### src/include/rvcpu_cfg.svh
// rvcpu configuration macros
`ifndef RVCPU_CFG_SVH
`define RVCPU_CFG_SVH

// reset pc, also the base of both memories
`define PC_START 64'h0000_0000_8000_0000

// addi x0, x0, 0
`define INST_NOP 32'h0000_0013

// major opcodes of the supported subset
`define OPC_OP     7'b0110011
`define OPC_OP_IMM 7'b0010011
`define OPC_LUI    7'b0110111
`define OPC_LOAD   7'b0000011
`define OPC_STORE  7'b0100011
`define OPC_BRANCH 7'b1100011
`define OPC_JAL    7'b1101111
`endif

### src/design/rvcpu_pkg.sv
// rvcpu shared types
`default_nettype none

package rvcpu_pkg;

	typedef logic [63:0] xlen_t;
	typedef logic [31:0] inst_t;
	typedef logic [4:0]  reg_addr_t;
	typedef logic [7:0]  byte_en_t;

	typedef enum logic [2:0] {
		ALU_ADD,
		ALU_SUB,
		ALU_AND,
		ALU_OR,
		ALU_XOR,
		ALU_SLT,
		ALU_PASS_B
	} alu_op_e;

	// where an execute operand comes from
	typedef enum logic [1:0] {
		FWD_RF,
		FWD_ME,
		FWD_WB
	} fwd_sel_e;

	typedef struct packed {
		logic  valid;
		xlen_t pc;
		inst_t inst;
	} if_id_t;

	typedef struct packed {
		xlen_t     pc;
		reg_addr_t rs1_addr;
		reg_addr_t rs2_addr;
		xlen_t     rs1_data;
		xlen_t     rs2_data;
		xlen_t     imm;
		alu_op_e   alu_op;
		logic      op2_imm;
		logic      branch;
		logic      branch_ne;
		logic      jump;
		logic      mem_rena;
		logic      mem_wena;
		byte_en_t  byte_en;
		logic      load_un;
		logic      rd_wena;
		reg_addr_t rd_addr;
	} id_ex_t;

	typedef struct packed {
		xlen_t     alu_result;
		xlen_t     store_data;
		logic      mem_rena;
		logic      mem_wena;
		byte_en_t  byte_en;
		logic      load_un;
		logic      rd_wena;
		reg_addr_t rd_addr;
	} ex_me_t;

	typedef struct packed {
		xlen_t     wdata;
		logic      rd_wena;
		reg_addr_t rd_addr;
	} me_wb_t;

endpackage

`default_nettype wire

### src/design/mem_stage.sv
// data memory access stage
`timescale 1ns/1ps
`default_nettype none
`include "rvcpu_cfg.svh"

module mem_stage (
	input  logic                clk,
	input  logic                rst_n,
	input  rvcpu_pkg::ex_me_t   ex_me,
	input  rvcpu_pkg::xlen_t    mem_rdata,
	output logic                mem_rena,
	output rvcpu_pkg::xlen_t    mem_raddr,
	output logic                mem_wena,
	output rvcpu_pkg::xlen_t    mem_waddr,
	output rvcpu_pkg::xlen_t    mem_wdata,
	output rvcpu_pkg::xlen_t    mem_wmask,
	output rvcpu_pkg::xlen_t    me_result,
	output rvcpu_pkg::me_wb_t   me_wb
);

	logic [5:0]          lane_shift;
	rvcpu_pkg::byte_en_t lanes;
	rvcpu_pkg::xlen_t    rdata_shifted;
	rvcpu_pkg::xlen_t    load_val;

	// byte offset within the word, in bits
	assign lane_shift = {ex_me.alu_result[2:0], 3'b000};

	assign mem_rena = ex_me.mem_rena;
	assign mem_wena = ex_me.mem_wena;
	assign mem_raddr = (ex_me.alu_result - `PC_START) >> 3;
	assign mem_waddr = mem_raddr;
	assign mem_wdata = ex_me.store_data << lane_shift;
	assign lanes = ex_me.byte_en << ex_me.alu_result[2:0];

	// one enable bit per byte becomes eight mask bits
	always_comb begin
		for (int i = 0; i < 8; i++)
			mem_wmask[i*8 +: 8] = {8{lanes[i]}};
	end

	// lbu zero-extends the addressed byte
	assign rdata_shifted = mem_rdata >> lane_shift;
	assign load_val = ex_me.load_un ? {56'd0, rdata_shifted[7:0]} : mem_rdata;

	assign me_result = ex_me.alu_result;

	always_ff @(posedge clk or negedge rst_n) begin
		if (!rst_n) begin
			me_wb <= '0;
		end else begin
			me_wb.wdata <= ex_me.mem_rena ? load_val : ex_me.alu_result;
			me_wb.rd_wena <= ex_me.rd_wena;
			me_wb.rd_addr <= ex_me.rd_addr;
		end
	end

endmodule

`default_nettype wire

### config.mk
export PLATFORM = sky130hd
export DESIGN_NAME = mem_stage
export DESIGN_NICKNAME = d
export VERILOG_FILES = /design/src/design/rvcpu_pkg.sv /design/src/design/mem_stage.sv
export VERILOG_INCLUDE_DIRS = /design/src /design/src/include
export SDC_FILE = /design/constraint.sdc
export NUM_CORES = 1
export LEC_CHECK = 0
export BUFFER_PORTS_ARGS = -buffer_cell sky130_fd_sc_hd__buf_2
export CAP_MARGIN = 15
export CELL_PAD_IN_SITES_DETAIL_PLACEMENT = 1
export CELL_PAD_IN_SITES_GLOBAL_PLACEMENT = 2
export CORE_AREA = 8 8 227 229
export CTS_CLUSTER_SIZE = 10
export DETAILED_ROUTE_END_ITERATION = 8
export DIE_AREA = 0 0 235 237
export PLACE_DENSITY = 0.65
export SLEW_MARGIN = 20
export SYNTH_ARGS = -nofsm -noshare
export SYNTH_HDL_FRONTEND = slang
export SYNTH_SLANG_ARGS = --single-unit
### constraint.sdc
create_clock -name clk -period 5.9 [get_ports clk]
set_input_delay 0.59 -clock clk [delete_from_list [all_inputs] [get_ports clk]]
set_output_delay 0.59 -clock clk [all_outputs]
set_load 0.01 [all_outputs]
# ---- Word-level counts from Yosys, hierarchy flattened
# Cells that the tools add are included.
dict set report totals {
  reg_bits 70
  inputBits 211
  out_inout_bits 392
  wordCells 9
}
dict set report op_classes {
  addsub 1
  shift 3
  mux 2
}
# op n
set op_table {}
lappend op_table {{two-way mux 64 bit} 2}
lappend op_table {{left shift 64 x 6 -> 64 bit} 1}
lappend op_table {{right shift 64 x 6 -> 8 bit} 1}
lappend op_table {{subtractor 64 x 32 -> 64 bit, second input constant} 1}
lappend op_table {{left shift 8 x 3 -> 8 bit} 1}

# ---- Logic depth before layout (Yosys ltp)
# Gate-level depths: netlist (run 1).
dict set report depth {
  word_depth 3
  mapped_depth 9
  depth_no_buf 6
}

# ---- Least setup slack after synthesis (run 1)
# OpenSTA, ideal clock, no wires.
dict set report synth_path {
  path_type {input to output}
  start {in ex_me[82] (netlist name)}
  end {out mem_wmask[57]}
  arrival_time_ns 2.701
  setup_slack_ns 2.609
  stages 8
  cell_sequence {buf_2 buf_2 clkbuf_1 buf_2 mux2_2 a21oi_1 o21ai_0 buf_4}
}
dict set report synth_between {
  elab_chain_cells 1
}
# item line
set synth_lines {}
lappend synth_lines {{start, declared} mem_stage.sv:9} ;# input rvcpu_pkg::ex_me_t ex_me,
lappend synth_lines {{left shift 8 x 3 -> 8 bit} mem_stage.sv:34} ;# assign lanes = ex_me.byte_en << ex_me.alu_result[2:0];
lappend synth_lines {{end, declared} mem_stage.sv:16} ;# output rvcpu_pkg::xlen_t mem_wmask,
# Every way passes these cells.

# ---- Final worst setup path (run 1)
dict set report layout_path {
  start {in ex_me[81] (netlist name)}
  end {out mem_wmask[60]}
}
# Same word-level chain as after synthesis.

==> results of run 1 <==
-- worst max-delay path, cell delays in order --
cell and delay (ps):
buf_4 350, buf_4 850, a21oi_1 330, o21ai_0 610
buf_2 250
-- placed cells by master (no fill, tap or decap), types with 2 or more instances in the layout --
cell and n:
mux2_2 25, nand3b_1 7, mux2i_1 90, or2_2 2
buf_2 590, o31ai_1 2, o21ai_0 78, nor4_1 5
mux4_2 9, inv_1 58, dfrtp_1 70, nand3_1 7
buf_4 11, clkbuf_16 9, nand2_1 84, o22ai_1 27
conb_1 6, and2_1 9, nor4_4 2, a21oi_1 48
diode_2 3, xnor2_1 28, a211oi_1 12, nand4_1 4
or4_4 2, nor3_1 4, or4_1 3, nor2b_1 13
nor2_1 64, clkbuf_8 2, clkinvlp_4 2
-- per-layer routing --
metal,wire (µm),share of wire,global-route usage
met4,384,0.0092,0.0246
met3,2610,0.062,0.0345
met5,0,0,0
met1,18100,0.43,0.179
met2,20800,0.50,0.242
-- worst paths after layout --
path,slack [ps],end,from,depth (start not counted)
setup / recovery,2210,mem_wmask[60],ex_me[81],5
hold / removal,260,me_wb[36],rst_n,1
max in group asynchronous,5120,me_wb[39],rst_n,1
min in group clk,340,me_wb[0],ex_me[0],1
-- kinds of logic (layout without fill, tap and decap cells) --
group | count (synthesis) | count (layout) | synth area share
AOI/OAI and AO/OA | 168 | 168 | 0.123
xor gates and xnor gates | 29 | 29 | 0.0342
adders and majority gates | 1 | 1 | 0.00169
buffers and inverters | 331 | 676 | 0.279
DFF | 70 | 70 | 0.236
muxes | 124 | 124 | 0.187
other | 1 | 9 | 0.000505
and+or+nand+nor | 214 | 214 | 0.139
-- area by class of cell --
type,instances,area share
Antenna cell,3,0.000773
Clock buffer,12,0.0264
Clock inverter,3,0.00206
Inverter,59,0.0228
Multi-Input combinational cell,542,0.373
Sequential cell,70,0.180
Tap cell,622,0.0802
Timing Repair Buffer,602,0.314
-- power by group through the flow --
stage | Combinational [W] | Sequential, W | Clock (W)
2_1_floorplan | 0.000430 | 0.000553 | 0
3_3_place_gp | 0.000735 | 0.000533 | 0
3_5_place_dp | 0.000739 | 0.000534 | 0
4_1_cts | 0.000742 | 0.000525 | 0.000555
5_1_grt | 0.000787 | 0.000528 | 0.000565
6_report | 0.000725 | 0.000525 | 0.000528
-- stage by stage --
stage,total power [W],instance area [µm²],hold WS (ps),cells,worst slack (ps)
finish,0.00178,9710,263,1913,2210
global route,0.00188,9700,323,1912,2050
CTS,0.00182,9690,312,1910,2230
detailed placement,0.00127,9420,703,1895,2230
global placement,0.00127,9420,698,1895,2270
floorplan,0.000983,7440,294,943,2610
==> results_dict.tcl, run 1 <==
set metrics [dict create \
    clockBufferDepth 2 \
    ys_types 40 \
    antenna_found_initial 5 \
    cell_internal_pwr_w 0.00110 \
    ys_async_sr_fraction 1.00 \
    peakVddDrop_uv 98.0 \
    grt_pass1_vias 8069 \
    hold_viol 0 \
    root_buffer "clkbuf_16" \
    pwr-share-comb 0.408 \
    slew_violations 0 \
    period_minus_slack_ps 3690 \
    rsz0062_at_grt "no" \
    top_register "me_wb" \
    htree_levels 3 \
    die_w_um 235 \
    hp-class "in2async" \
    synth-edff-count 0 \
    post-route-period-util 0.625 \
    powerDensity_mw_per_mm2 183 \
    synthTopCellsByCount "217 x buf_4, 90 x mux2i_1, 84 x nand2_1" \
    crit_fanout 90 \
    via_count 7620 \
    portBuffers 594 \
    cts-resized-gates 0 \
    overflow 0 \
    drc 0 \
    syn_area_mm2 0.00742 \
    p_clk_frac 0.297 \
    multiInputGateArea_mm2 0.00362 \
    drtIter0Drc 355 \
    yosysMostFrequentCell "buf_4" \
    critPathKind "in2out" \
    synth_seq_cells 70 \
    rows 81 \
    via_per_inst 3.98 \
    setup-tns-final_ps 0 \
    synth_ff_type "dfrtp_1" \
    dp_hpwl_mm 35.5 \
    power.switching_w 0.000681 \
    finish.utilization 0.202 \
    ant_nets 0 \
    worstMarginPinSlew_ps 1050 \
    cts.sinks 70 \
    yosysTopAreaCell "dfrtp_1" \
    status "completed" \
    pwr-share-seq 0.295 \
    die_h_um 237 \
    syn_area_per_cell_um2 7.91 \
    clk_pin_slew_worst_paths_ps 60 \
    p_leak_nw 5.22 \
    synth_top_cell_area_share 0.236 \
    yosysSeqAreaShare 0.236 \
    syn2layout_area_growth_pct 30.8 \
    swShare 0.383 \
    cts_tree "yes" \
    grt.total_usage 0.141 \
    wl_per_cell_um 21.9 \
    worstPathArrival_ps 3100 \
    ctsHoldBuffers 0 \
    numCtsBuffers 9 \
    setup_viol_count_final 0 \
    cts_setup_buffers 0 \
    core_area_mm2 0.0481 \
    boundaryPins 603 \
    slew_headroom 0.299 \
    drive_gt1_frac 0.514 \
    dieArea_mm2 0.0557 \
    drt_pass1_iterations 4 \
    worstSetupEndpointType "primary output" \
    grt_pass1_wl_mm 59.1 \
    fmax_ghz 0.271 \
    synthTopCellsByArea "dfrtp_1 24%, buf_4 22%, mux2i_1 12%" \
    start_util 0.154 \
    grt_max_degree 91 \
    largestRegisters "me_wb (70)" \
    cp.required_ps 5310 \
    gp_congestion 0.830 \
    synth_cells 938 \
    regArea_mm2 0.00175 \
    nFillCells 5919 \
    max_cap_violations 0 \
    startpoint_type "input pin" \
    largest_reg_flops 70 \
    wl_mm 41.9 \
    nets 1496 \
    yosys_warnings 0 \
]
No activity file was read; power rests on OpenSTA's default activity.
==> inputs of run 2 (changes only) <==
--- a/config.mk
+++ b/config.mk
@@ -10,11 +10,11 @@
 export CAP_MARGIN = 15
 export CELL_PAD_IN_SITES_DETAIL_PLACEMENT = 1
 export CELL_PAD_IN_SITES_GLOBAL_PLACEMENT = 2
-export CORE_AREA = 8 8 227 229
+export CORE_AREA = 8 8 226 228
 export CTS_CLUSTER_SIZE = 10
 export DETAILED_ROUTE_END_ITERATION = 8
-export DIE_AREA = 0 0 235 237
-export PLACE_DENSITY = 0.65
+export DIE_AREA = 0 0 234 236
+export PLACE_DENSITY = 0.66
 export SLEW_MARGIN = 20
 export SYNTH_ARGS = -nofsm -noshare
 export SYNTH_HDL_FRONTEND = slang
==> constraint.sdc (replaced) <==
create_clock -name clk -period 3.54 [get_ports clk]
set_input_delay 0.354 -clock clk [delete_from_list [all_inputs] [get_ports clk]]
set_output_delay 0.354 -clock clk [all_outputs]
set_load 0.01 [all_outputs]
==> run 2 against run 1 <==
Net effect: clock power grew 83%; first-iteration DRC count fell by 20%; power up 72%; critical path type unchanged; sequential share of layout area decreased by 0.27 points; worst setup slack lost 1700 ps; largest cell class unchanged; critical path depth grew 2.
==> results_dict.tcl, run 2 (synthesized netlist as in run 1, its figures left out) <==
set metrics [dict create \
    p_leak_nw 5.30 \
    grt.total_usage 0.146 \
    rsz0062_at_grt "no" \
    drt-met1-wl_mm 18.5 \
    numCtsBuffers 9 \
    multiInputGateArea_mm2 0.00362 \
    ctsHoldBuffers 0 \
    syn2layout_area_growth_pct 32.8 \
    wl_met3_mm 2.33 \
    cts_tree "yes" \
    boundaryPins 603 \
    setup-tns-final_ps 0 \
    hold_viol 0 \
    drc 0 \
    fin_area_mm2 0.00985 \
    cts-resized-gates 0 \
    dieArea_mm2 0.0552 \
    clockBufferDepth 2 \
    cts.sinks 70 \
    largest_reg_flops 70 \
    cts_setup_buffers 0 \
    worstSetupStartpoint "ex_me[126]" \
    drt_pass1_iterations 4 \
    worstPathArrival_ps 2710 \
    antenna_found_initial 9 \
    nFillCells 5858 \
    wl_mm 42.5 \
    via_count 7736 \
    grt_pass1_wl_mm 59.7 \
    fmax_ghz 0.326 \
    regArea_mm2 0.00175 \
    status "completed" \
    hp-class "in2reg" \
    top_register "me_wb" \
    core_area_mm2 0.0473 \
    final_common_cell "buf_2" \
    slew_headroom 0.461 \
    final_cell_mix "590 x buf_2, 90 x mux2i_1, 84 x nand2_1" \
    drtIter0Drc 283 \
    grt_max_degree 111 \
    nets 1507 \
    root_buffer "clkbuf_16" \
    rows 80 \
    overflow 0 \
    cp.required_ps 3190 \
    gp_congestion 0.864 \
    clk_pin_slew_worst_paths_ps 60 \
    ant_nets 0 \
    startpoint_type "input pin" \
    post-route-period-util 0.867 \
    worst_slack_ps 473 \
    peakVddDrop_uv 183 \
    drive_gt1_frac 0.517 \
    worstSetupEndpointType "primary output" \
    largestRegisters "me_wb (70)" \
    critPathKind "in2out" \
    max_cap_violations 0 \
    start_util 0.157 \
    htree_levels 3 \
    routed-wl-met2_mm 21.1 \
    dp_hpwl_mm 36.3 \
    final_cells 1920 \
    placed_cells_incl_taps 1897 \
    powerDensity_mw_per_mm2 311 \
    top_layer "met5" \
    post_dp_cell_area_mm2 0.00950 \
    die_w_um 234 \
    slew_violations 0 \
    die_h_um 236 \
    worstSetupEndpoint "mem_waddr[59]" \
    worstMarginPinSlew_ps 800 \
    period_minus_slack_ps 3070 \
    pre_cts_ws_ps 454 \
    via_per_inst 4.03 \
    setup_viol_count_final 0 \
    portBuffers 594 \
    crit_fanout 6 \
    grt_pass1_vias 8357 \
    wl_per_cell_um 22.1 \
]
[run 2: report_power, final]
| group | switching (W) | internal, W |
|---|---|---|
| clock | 0.000384 | 0.000584 |
| combinational | 0.000749 | 0.000473 |
| sequential | 0.0000156 | 0.000859 |
| total | 0.00115 | 0.00192 |
[run 2: worst min path at each step]
stage | start | slack [ps] | cells past startpoint | endpoint
floorplan | rst_n | 60 | 0 | me_wb[0]
global placement | ex_me[1] | 460 | 1 | me_wb[1]
detailed placement | ex_me[1] | 460 | 1 | me_wb[1]
CTS | ex_me[1] | 70 | 1 | me_wb[1]
global route | ex_me[3] | 80 | 1 | me_wb[3]
finish | ex_me[1] | 100 | 1 | me_wb[1]
[run 2: per-stage QoR]
step           power [W]  hold WS, ps   util
3_3_place_gp     0.00212          463  0.201
3_5_place_dp     0.00214          465  0.201
4_1_cts          0.00314         72.5  0.207
5_1_grt          0.00324         77.2  0.208
6_report         0.00306          105  0.208
2_1_floorplan    0.00164         58.4      -
[run 2: layout make-up]
| type | instances | area share |
|---|---|---|
| sequential | 70 | 0.178 |
| timing repair buffer | 613 | 0.322 |
| inverter | 59 | 0.0225 |
| multi-input combinational | 542 | 0.368 |
| clock inverter | 3 | 0.00432 |
| tap | 615 | 0.0781 |
| clock buffer | 13 | 0.0264 |
| antenna | 5 | 0.00127 |
[run 2: worst max-delay path, stage by stage]
cell	delay, ps
buf_2	120
or4_1	570
or3_1	510
nor4_4	460
nand2_1	120
xnor2_1	360
buf_2	220
[run 2: metal layers]
layer  vias up  global-route usage
li1       3633                   -
met1      3797               0.185
met2       275               0.254
met3        27              0.0268
met4         4              0.0303
met5         -                   0
==> inputs of run 3 (changes only) <==
--- a/config.mk
+++ b/config.mk
@@ -11,6 +11,7 @@
 export CELL_PAD_IN_SITES_DETAIL_PLACEMENT = 1
 export CELL_PAD_IN_SITES_GLOBAL_PLACEMENT = 2
 export CORE_AREA = 8 8 226 228
+export CTS_BUF_LIST = sky130_fd_sc_hd__clkbuf_8
 export CTS_CLUSTER_SIZE = 10
 export DETAILED_ROUTE_END_ITERATION = 8
 export DIE_AREA = 0 0 234 236
==> constraint.sdc (replaced) <==
create_clock -name clk -period 3.54 [get_ports clk]
set_input_delay 0.708 -clock clk [delete_from_list [all_inputs] [get_ports clk]]
set_output_delay 0.708 -clock clk [all_outputs]
set_load 0.01 [all_outputs]
==> run 3 against run 2 <==
Net effect: core utilization grew 0.26 points; flip-flop and latch count unchanged; maximum frequency is 12% lower; final area grew 1.2%; via count rose by 0.50%; sequential power hardly changed; hold slack improved by 310 ps; combinational power barely moved; non-clock buffer count is 21 higher; highest routed layer unchanged; clock-buffer cell count is 4 lower.
==> results_dict.tcl, run 3 (synthesized netlist as in run 1, its figures left out) <==
set metrics [dict create \
    status "completed" \
    crit_fanout 5 \
    grt_use_met2 0.258 \
    post-route-period-util 0.989 \
    grt_pass1_wl_mm 60.2 \
    dieArea_mm2 0.0552 \
    drt_pass1_iterations 4 \
    min_from "ex_me[3]" \
    total_power_w 0.00289 \
    max_cap_violations 0 \
    p_leak_nw 5.40 \
    wl_mm 42.9 \
    worstMarginPinSlew_ps 1010 \
    die_w_um 234 \
    antenna_found_initial 5 \
    cp.required_ps 2830 \
    startpoint_type "input pin" \
    drc 0 \
    hold_viol 0 \
    worstSetupEndpointType "primary output" \
    setup-tns-final_ps 0 \
    final_cells 1939 \
    wl_per_cell_um 22.1 \
    post_dp_cell_area_mm2 0.00967 \
    slew_headroom 0.326 \
    drive_gt1_frac 0.532 \
    final_common_cell "buf_2" \
    cts.sinks 70 \
    rsz0062_at_grt "yes" \
    critPathKind "in2out" \
    nets 1528 \
    via_per_inst 4.01 \
    hold_end "me_wb[3]" \
    die_h_um 236 \
    holdWs_ps 411 \
    largestRegisters "me_wb (70)" \
    root_buffer "clkbuf_8" \
    worstPathArrival_ps 2790 \
    fin_area_mm2 0.00998 \
    overflow 0 \
    clk_pin_slew_worst_paths_ps 100 \
    htree_levels 3 \
    final_cell_mix "588 x buf_2, 90 x mux2i_1, 84 x nand2_1" \
    drtIter0Drc 264 \
    gr-usage-met1 0.186 \
    portBuffers 594 \
    top_register "me_wb" \
    period_minus_slack_ps 3500 \
    clockBufferDepth 2 \
    grt_pass1_vias 8333 \
    syn2layout_area_growth_pct 34.5 \
    fmax_ghz 0.286 \
    rows 80 \
    ctsHoldBuffers 0 \
    largest_reg_flops 70 \
    powerDensity_mw_per_mm2 290 \
    via_count 7775 \
    grt.total_usage 0.147 \
    core_area_mm2 0.0473 \
    placed_cells_incl_taps 1918 \
    numCtsBuffers 9 \
    hp-class "in2reg" \
    setup_viol_count_final 0 \
    busiest_layer "met2" \
    gp_congestion 0.830 \
    start_util 0.157 \
    boundaryPins 603 \
    cts_tree "yes" \
    grt_max_degree 71 \
    slew_violations 0 \
    peakVddDrop_uv 160 \
    whs_path_depth 1 \
    met3_usage 0.0253 \
    dp_hpwl_mm 36.7 \
    ant_nets 0 \
]
[run 3: power breakdown]
part | switching, W | internal [W]
logic | 0.000750 | 0.000487
clock network | 0.000385 | 0.000399
registers | 0.0000152 | 0.000857
[run 3: final cells by class]
type,instances,area (µm²)
multi-input cells,542,3670
clock inverters,7,96.3
clock buffers,9,124
flip-flops and latches,70,1750
repair buffers,634,3330
inverters,59,221
fillers,5844,37400
well taps,615,769
diodes,3,7.51
[run 3: per-layer routing]
layer  share of wire  up-vias  routed length, µm
li1                -     3671                  -
met1            0.43     3796              18600
met2            0.50      280              21500
met3           0.056       24               2400
met4          0.0096        4                411
met5         0.00063        -                 27
[run 3: how the worst max path moves through the flow]
| stage | start | endpoint | slack, ps |
|---|---|---|---|
| final | ex_me[120] | mem_raddr[60] | 40 |
| after global routing | ex_me[120] | mem_raddr[58] | -40 |
| after CTS | ex_me[120] | mem_raddr[60] | 0.0002 |
| after detailed placement | ex_me[120] | mem_waddr[59] | -60 |
| after global placement | ex_me[120] | mem_raddr[59] | -80 |
| after floorplan | ex_me[82] | mem_wmask[57] | 10 |
[run 3: timing repair]
action,CTS,global route
gates resized for setup,2,11
setup buffers,2,1
pin swaps,3,1
setup endpoints to repair,2,14
hold endpoints to repair,0,0
[run 3: worst max-delay path, cell delays in order]
cell and delay [ps]:
buf_8 100, or4_4 540, or4_4 510, nor4_4 290
buf_4 180, nand3_2 100, xnor2_2 200, buf_2 170
[run 3: per-stage QoR]
step,util,setup WS (ps)
after CTS,0.209,0.000222
after floorplan,-,12.6
after global placement,0.204,-76.3
after detailed placement,0.204,-62.1
final,0.211,38.1
after global routing,0.211,-35.4
